## src/bootPkg.sv

```systemverilog
package bootPkg;

    // Width of one boot image word
    localparam int bootDatW = 16;

    // Index width inside a single memory.
    // Instruction memory uses the full range, data memory the lower half
    localparam int bootIdxW = 10;

    // Wishbone word address
    // Top bit selects the data memory, the low bits carry the index
    localparam int bootAdrW = bootIdxW + 1;

    // Destination memory of an entry, matches the address top bit
    typedef enum logic {
        targetInst = 1'b0,
        targetData = 1'b1
    } bootTarget_t;

endpackage

```

## src/bootImageRom.sv

```systemverilog
`timescale 1ns/1ps

module bootImageRom #(
    parameter int instWords = 1024,
    parameter int dataWords = 512
) (
    input  bootPkg::bootTarget_t              target,
    input  logic [bootPkg::bootIdxW-1:0]      idx,
    output logic [bootPkg::bootDatW-1:0]      value
);
    import bootPkg::*;

    // Image generation constants
    localparam logic [bootDatW-1:0] instMul  = 16'h1F3D;
    localparam logic [bootDatW-1:0] instBase = 16'h0101;
    localparam logic [bootDatW-1:0] dataMul  = 16'h2B47;
    localparam logic [bootDatW-1:0] dataMask = 16'hC35A;

    logic [bootDatW-1:0] idxWide;
    logic [bootDatW-1:0] instWord;
    logic [bootDatW-1:0] dataWord;

    assign idxWide = bootDatW'(idx);

    // Products wrap at the word width
    assign instWord = idxWide * instMul + instBase;
    assign dataWord = (idxWide * dataMul) ^ dataMask;

    // Indices past the end of a memory read as zero
    always_comb begin
        value = '0;
        case (target)
            targetInst: begin
                if (idx < instWords) begin
                    value = instWord;
                end
            end
            targetData: begin
                if (idx < dataWords) begin
                    value = dataWord;
                end
            end
            default: begin
                value = '0;
            end
        endcase
    end

endmodule

```

## src/flashSequencer.sv

```systemverilog
`timescale 1ns/1ps

module flashSequencer #(
    parameter int instWords = 1024,
    parameter int dataWords = 512,
    parameter int mmioStart = 192,
    parameter int mmioEnd   = 255
) (
    input  logic                              clk,
    input  logic                              rstN,
    input  logic                              flashInit,
    input  logic                              full,
    output logic                              pushValid,
    output bootPkg::bootTarget_t              pushTarget,
    output logic [bootPkg::bootIdxW-1:0]      pushIdx,
    output logic [bootPkg::bootDatW-1:0]      pushData,
    output logic                              seqDone
);
    import bootPkg::*;

    localparam logic [1:0] stIdle    = 2'd0;
    localparam logic [1:0] stRunning = 2'd1;
    localparam logic [1:0] stDone    = 2'd2;

    // First and last data index actually loaded, the window may touch either end
    localparam int firstData = (mmioStart == 0) ? mmioEnd + 1 : 0;
    localparam int lastData  = (mmioEnd >= dataWords - 1) ? mmioStart - 1 : dataWords - 1;

    logic [1:0]          state;
    logic [bootAdrW-1:0] flashAdr;
    logic [bootAdrW-1:0] nextAdr;
    logic                accept;
    logic                lastInst;
    logic                atSkip;
    logic                lastPush;

    // Top address bit picks the memory, as on the bus
    assign pushTarget = bootTarget_t'(flashAdr[bootAdrW-1]);
    assign pushIdx    = flashAdr[bootIdxW-1:0];
    assign pushValid  = (state == stRunning);
    assign seqDone    = (state == stDone);
    assign accept     = pushValid && !full;

    assign lastInst = (pushTarget == targetInst) && (pushIdx == bootIdxW'(instWords - 1));
    assign atSkip   = (pushTarget == targetData) && (mmioStart > 0)
                      && (pushIdx == bootIdxW'(mmioStart - 1));
    assign lastPush = (pushTarget == targetData) && (pushIdx == bootIdxW'(lastData));

    // Next address, the reserved window is stepped over in one move
    always_comb begin
        if (lastInst) begin
            nextAdr = {targetData, bootIdxW'(firstData)};
        end else if (atSkip) begin
            nextAdr = {targetData, bootIdxW'(mmioEnd + 1)};
        end else begin
            nextAdr = flashAdr + 1'b1;
        end
    end

    // One-shot walk, idle is only left once per reset
    always_ff @(posedge clk or negedge rstN) begin
        if (!rstN) begin
            state    <= stIdle;
            flashAdr <= '0;
        end else begin
            case (state)
                stIdle: begin
                    if (flashInit) begin
                        state    <= stRunning;
                        flashAdr <= '0;
                    end
                end
                stRunning: begin
                    if (accept) begin
                        flashAdr <= nextAdr;
                        if (lastPush) begin
                            state <= stDone;
                        end
                    end
                end
                stDone: begin
                    state <= stDone;
                end
                default: begin
                    state <= stIdle;
                end
            endcase
        end
    end

    // Image word for the entry on offer
    bootImageRom #(
        .instWords(instWords),
        .dataWords(dataWords)
    ) imageRom (
        .target(pushTarget),
        .idx   (pushIdx),
        .value (pushData)
    );

endmodule

```

## src/bootFifo.sv

```systemverilog
`timescale 1ns/1ps

module bootFifo #(
    parameter int fifoDepth = 4
) (
    input  logic                              clk,
    input  logic                              rstN,
    input  logic                              pushValid,
    input  bootPkg::bootTarget_t              pushTarget,
    input  logic [bootPkg::bootIdxW-1:0]      pushIdx,
    input  logic [bootPkg::bootDatW-1:0]      pushData,
    input  logic                              pop,
    output logic                              full,
    output logic                              popValid,
    output bootPkg::bootTarget_t              popTarget,
    output logic [bootPkg::bootIdxW-1:0]      popIdx,
    output logic [bootPkg::bootDatW-1:0]      popData
);
    import bootPkg::*;

    localparam int ptrW = $clog2(fifoDepth);

    // Entry storage, one array per field
    bootTarget_t         targetMem [fifoDepth];
    logic [bootIdxW-1:0] idxMem    [fifoDepth];
    logic [bootDatW-1:0] dataMem   [fifoDepth];

    // Extra top bit tells a full buffer from an empty one
    logic [ptrW:0] wrPtr;
    logic [ptrW:0] rdPtr;
    logic          doPush;
    logic          doPop;

    assign doPush = pushValid && !full;
    assign doPop  = pop && popValid;

    assign full     = (wrPtr[ptrW] != rdPtr[ptrW])
                      && (wrPtr[ptrW-1:0] == rdPtr[ptrW-1:0]);
    assign popValid = (wrPtr != rdPtr);

    // Head entry
    assign popTarget = targetMem[rdPtr[ptrW-1:0]];
    assign popIdx    = idxMem[rdPtr[ptrW-1:0]];
    assign popData   = dataMem[rdPtr[ptrW-1:0]];

    always_ff @(posedge clk or negedge rstN) begin
        if (!rstN) begin
            wrPtr <= '0;
            rdPtr <= '0;
        end else begin
            if (doPush) begin
                wrPtr <= wrPtr + 1'b1;
            end
            if (doPop) begin
                rdPtr <= rdPtr + 1'b1;
            end
        end
    end

    always_ff @(posedge clk) begin
        if (doPush) begin
            targetMem[wrPtr[ptrW-1:0]] <= pushTarget;
            idxMem[wrPtr[ptrW-1:0]]    <= pushIdx;
            dataMem[wrPtr[ptrW-1:0]]   <= pushData;
        end
    end

endmodule

```

## src/wbBootMaster.sv

```systemverilog
`timescale 1ns/1ps

module wbBootMaster (
    input  logic                              clk,
    input  logic                              rstN,
    input  logic                              popValid,
    input  bootPkg::bootTarget_t              popTarget,
    input  logic [bootPkg::bootIdxW-1:0]      popIdx,
    input  logic [bootPkg::bootDatW-1:0]      popData,
    input  logic                              wbAck,
    output logic                              pop,
    output logic                              wbCyc,
    output logic                              wbStb,
    output logic                              wbWe,
    output logic [bootPkg::bootAdrW-1:0]      wbAdr,
    output logic [bootPkg::bootDatW-1:0]      wbDatO,
    output logic                              writesPending
);
    import bootPkg::*;

    // Low is idle, high is a bus cycle in flight
    logic                busy;
    logic [bootAdrW-1:0] adrReg;
    logic [bootDatW-1:0] datReg;

    // Take an entry only between bus cycles
    assign pop = !busy && popValid;

    // Single write, all qualifiers follow the FSM
    assign wbCyc  = busy;
    assign wbStb  = busy;
    assign wbWe   = busy;
    assign wbAdr  = adrReg;
    assign wbDatO = datReg;

    // A cycle ending on this edge no longer counts
    assign writesPending = (busy && !wbAck) || pop;

    always_ff @(posedge clk or negedge rstN) begin
        if (!rstN) begin
            busy <= 1'b0;
        end else begin
            if (!busy) begin
                if (pop) begin
                    busy <= 1'b1;
                end
            end else if (wbAck) begin
                // Back to idle for at least one cycle
                busy <= 1'b0;
            end
        end
    end

    // Address and data held steady for the whole cycle
    always_ff @(posedge clk) begin
        if (pop) begin
            adrReg <= {popTarget, popIdx};
            datReg <= popData;
        end
    end

endmodule

```

## src/bootLoaderTop.sv

```systemverilog
`timescale 1ns/1ps

module bootLoaderTop #(
    parameter int instWords = 1024,
    parameter int dataWords = 512,
    parameter int mmioStart = 192,
    parameter int mmioEnd   = 255,
    parameter int fifoDepth = 4
) (
    input  logic                              clk,
    input  logic                              rstN,
    input  logic                              flashInit,
    input  logic                              wbAck,
    output logic                              wbCyc,
    output logic                              wbStb,
    output logic                              wbWe,
    output logic [bootPkg::bootAdrW-1:0]      wbAdr,
    output logic [bootPkg::bootDatW-1:0]      wbDatO,
    output logic                              systemEnable
);
    import bootPkg::*;

    // Sequencer to FIFO
    logic                pushValid;
    bootTarget_t         pushTarget;
    logic [bootIdxW-1:0] pushIdx;
    logic [bootDatW-1:0] pushData;
    logic                fifoFull;

    // FIFO to master
    logic                popValid;
    bootTarget_t         popTarget;
    logic [bootIdxW-1:0] popIdx;
    logic [bootDatW-1:0] popData;
    logic                pop;

    logic                seqDone;
    logic                writesPending;

    flashSequencer #(
        .instWords(instWords),
        .dataWords(dataWords),
        .mmioStart(mmioStart),
        .mmioEnd  (mmioEnd)
    ) sequencer (
        .clk       (clk),
        .rstN      (rstN),
        .flashInit (flashInit),
        .full      (fifoFull),
        .pushValid (pushValid),
        .pushTarget(pushTarget),
        .pushIdx   (pushIdx),
        .pushData  (pushData),
        .seqDone   (seqDone)
    );

    bootFifo #(
        .fifoDepth(fifoDepth)
    ) fifo (
        .clk       (clk),
        .rstN      (rstN),
        .pushValid (pushValid),
        .pushTarget(pushTarget),
        .pushIdx   (pushIdx),
        .pushData  (pushData),
        .pop       (pop),
        .full      (fifoFull),
        .popValid  (popValid),
        .popTarget (popTarget),
        .popIdx    (popIdx),
        .popData   (popData)
    );

    wbBootMaster master (
        .clk          (clk),
        .rstN         (rstN),
        .popValid     (popValid),
        .popTarget    (popTarget),
        .popIdx       (popIdx),
        .popData      (popData),
        .wbAck        (wbAck),
        .pop          (pop),
        .wbCyc        (wbCyc),
        .wbStb        (wbStb),
        .wbWe         (wbWe),
        .wbAdr        (wbAdr),
        .wbDatO       (wbDatO),
        .writesPending(writesPending)
    );

    // Sticky enable once everything has landed in memory
    always_ff @(posedge clk or negedge rstN) begin
        if (!rstN) begin
            systemEnable <= 1'b0;
        end else if (seqDone && !popValid && !writesPending) begin
            systemEnable <= 1'b1;
        end
    end

endmodule

```

## config.mk

```make
export PLATFORM = sky130hd
export DESIGN_NAME = bootLoaderTop
export DESIGN_NICKNAME = d
export VERILOG_FILES = /design/src/bootPkg.sv /design/src/bootImageRom.sv /design/src/flashSequencer.sv /design/src/bootFifo.sv /design/src/wbBootMaster.sv /design/src/bootLoaderTop.sv
export SDC_FILE = /design/constraint.sdc
export NUM_CORES = 1
export LEC_CHECK = 0
export ABC_AREA = 1
export BUFFER_PORTS_ARGS = -buffer_cell sky130_fd_sc_hd__buf_2
export CORE_UTILIZATION = 58
export DETAILED_ROUTE_END_ITERATION = 6
export PLACE_DENSITY = 0.75
export SLEW_MARGIN = 20
export SYNTH_ARGS = -nofsm -noshare
export SYNTH_HDL_FRONTEND = slang
export SYNTH_HIERARCHICAL = 1
export SYNTH_SLANG_ARGS = --single-unit
```

## constraint.sdc

```tcl
create_clock -name clk -period 6.82 [get_ports clk]
set_input_delay 1.364 -clock clk [delete_from_list [all_inputs] [get_ports clk]]
set_output_delay 1.364 -clock clk [all_outputs]
set_load 0.005 [all_outputs]
```

==> metrics.md <==
| Metric | Value |
|---|---|
| Final Critical Period | `5.297 ns` |
| CP cell instances | `inv_1, fa_1, fa_1, inv_1, fa_1, inv_1, fa_1, inv_1, fa_1, ha_1, nand2_1, o21ai_0, nand2_1, nand3_1, nand2_1, nand3_1, o21ai_1` |
| Post-CTS Resized | `0` |
| Buf+Inv Stages, Crit Path | `4` |
| Die ar. | `18370 µm²` |
| Synthesized cell area | `10340 µm²` |
| Most used cell along the critical path | `fa_1` |
| Root buf cell | `clkbuf_16` |
| Final hold violations | `0` |
| Synth cell types | `42` |
| Critical path arrival | `5.41 ns` |
| Delay-heaviest family, CP | `adder cells` |
| Number of enable flip-flop cells after synthesis | `135` |
| Layout Nets | `1246` |
| Routed wire per std cell | `16.88 µm` |
| Placer Congestion | `0.9681` |
| Top cell type's share of synthesized area | `39.19%` |
| Hold WC Path Type | `flip-flop to flip-flop` |
| Core ar. | `17360 µm²` |
| CP endpoint kind | `flip-flop` |
| Routed WL | `22300 µm` |
| Top FF cell, synth | `edfxtp_1` |
| Dpl hpwl | `16270 µm` |
| Die Ht | `135.6 µm` |
| Row cnt | `48` |
| Via-per-instance ratio | `5.559` |
| Final Max Tran Viols | `0` |
| Drt pass-1 iters | `5` |
| Yosys Warn Count | `6` |
| Leakage power | `5.195 nW` |
| Postcts setup bufs | `0` |
| Num ports | `35` |
| Worst-Margin Slew | `0.7542 ns` |
| Leading area contributor after synthesis | `edfxtp_1` |
| Synthesis-to-finish area growth | `9.180%` |
| Clock latency on the worst-skew pair | `0.42 ns` |
| Max Cap Viol | `0` |
| Number of fill cells in the layout | `1350` |
| Vias in the first global route | `7209` |
| #FFs+latches synth | `156` |
| # DRC | `0` |
| Max_slew headroom | `49.72%` |
| Asr flop ratio synth | `13.46%` |
| CTS tree | `done` |
| Sequential Area | `4579 µm²` |
| Initial DRC Count | `646` |
| Final setup viols | `0` |
| Leading post-synthesis cells by cell area | `edfxtp_1, ha_1, fa_1` |
| Status | `finished clean` |
| Largest stage delay on the critical path | `0.74 ns` |
| Maximum clock insertion buffer count | `2` |
| Total power | `3.737 mW` |
| Unrepaired setup endpoints after global routing | `no` |
| Total grt overflow | `0` |
| Worst-path clk slew | `0.07 ns` |
| Gr usage total | `25.78%` |
| CP Launch Type | `flip-flop` |
| Sequential share of the synthesized area | `44.27%` |
| CTS HTree Levels | `4` |
| Remaining antenna violation count after routing | `0` |
| Syn avg cell area | `9.928 µm²` |
| Data required, critical path | `6.93 ns` |
| Layout cells sized above 1 | `9.763%` |
| Final period util | `77.67%` |
| Setup_tns | `0 ns` |
| Pwr per Cell Area | `330.8 nW/µm²` |
| Largest net degree at the start of global routing | `59` |
| CTS Hold Buffers Added | `0` |
| Clock sink count | `156` |
| Initial Util | `59.60%` |
| Maximum vdd drop | `0.4094 mV` |
| Syn Nets | `1205` |
| CTS Buf Count | `17` |
| Initial antenna violation count | `0` |
| Multi-input logic area | `4906 µm²` |
| Die X | `135.6 µm` |
| Vias | `7343` |
| N_diodes | `0` |
| Slowest CP cell | `dfrtp_1` |
| CP Max Fanout | `17` |
| Clk_skew | `0.01179 ns` |
| Fmax | `188.8 MHz` |
| Cells after Synth | `1042` |
| First-pass GRT wire length | `35950 µm` |
| Crit Path Category | `flip-flop to flip-flop` |
| Port bufs | `34` |
## layout make-up
class	count	area share [%]
flip-flops and latches	156	40.54
inverters	190	6.314
clock inverters	15	1.340
clock buffers	17	3.766
multi-input cells	675	43.44
well taps	225	2.493
repair buffers	43	2.105
## flip-flops by register name, summed over array words and instances, names as in the netlist
signal / flops
fifo/dataMem: 64
fifo/idxMem: 40
fifo/rdPtr: 3
fifo/targetMem: 4
fifo/wrPtr: 3
master/wbAdr: 11
master/wbCyc: 1
master/wbDatO: 16
sequencer/flashAdr: 11
sequencer/state: 2
systemEnable: 1
## cells in the mapped netlist (3+ instances only)
master    number
inv_1        183
fa_1          57
ha_1         102
nor2_2         3
nor3_1         3
nand3_1       46
nand3b_1       3
nand2_2        8
buf_4          4
xnor2_1        4
edfxtp_1     135
nand2_1      163
xor2_1        11
o21ai_1       31
a21o_1         3
inv_2          7
dfrtp_1       21
o21ai_0       59
o22ai_1       29
clkbuf_1       4
buf_2          6
nand4_1        6
buf_6          7
nor2_1        97
a21oi_1       28
## per-layer routing
layer	track usage [%]	vias up	part of all wire [%]
met5	0	-	0
met4	6.929	0	1.3
met3	3.180	27	6.8
met2	43.08	281	49
met1	35.50	3503	43
li1	-	3532	-
## report_power, final
| group | switching (mW) | internal (mW) | total, mW |
|---|---|---|---|
| Sequential | 0.0769 | 1.39 | 1.47 |
| Clock | 0.418 | 0.486 | 0.904 |
| Combinational | 0.929 | 0.434 | 1.36 |
## logic make-up (layout without fill, tap and decap cells)
kind of cell               Yosys count  after routing  share of synthesized area, %
adders and majority gates          159            159                         23.37
and+or+nand+nor                    338            338                         13.91
AOI/OAI and AO/OA                  163            163                         8.805
xor gates and xnor gates            15             15                         1.270
buffers and inverters              211            265                         8.382
DFF                                156            156                         44.27
## worst min-delay path: cells and delay by family (launching register included)
family / cells / cell delay (ns)
DFF: 1 / 0.34
and+or+nand+nor: 1 / 0.05
buffers and inverters: 1 / 0.04
## cell usage in the layout (no fill, tap or decap), types with 21 or more instances in the layout
master / Yosys / final
fa_1: 57 / 57
nor2_1: 97 / 94
o21ai_0: 59 / 59
a21oi_1: 28 / 28
inv_1: 183 / 183
ha_1: 102 / 102
nand2_1: 163 / 163
dfrtp_1: 21 / 21
buf_2: 6 / 34
o21ai_1: 31 / 31
edfxtp_1: 135 / 135
o22ai_1: 29 / 29
nand3_1: 46 / 46
## path summary, 6_finish.rpt
kind / cells past startpoint / slack (ns) / end / start
max in group asynchronous: 1 / 5.58 / sequencer/flashAdr[1] / rstN
worst max register to register: 17 / 1.52 / fifo/dataMem[1][14] / sequencer/flashAdr[4]
worst min register to register: 2 / 0.47 / systemEnable / systemEnable
worst max-delay path: 17 / 1.52 / fifo/dataMem[1][14] / sequencer/flashAdr[4]
worst min-delay path: 2 / 0.47 / systemEnable / systemEnable
min in group asynchronous: 1 / 0.90 / master/wbCyc / rstN
## per-stage QoR
stage	worst slack (ns)	util (%)	instance area [µm²]	std cells	hold slack (ns)
2_1_floorplan	2.167	-	10340	1042	0.4570
5_1_grt	1.218	65.07	11290	1321	0.5124
3_5_place_dp	1.615	61.75	10720	1289	0.4561
3_3_place_gp	1.745	61.75	10720	1289	0.4417
6_report	1.523	65.07	11290	1321	0.4657
4_1_cts	1.531	65.07	11290	1321	0.4738
No activity file was read; power rests on OpenSTA's default activity.
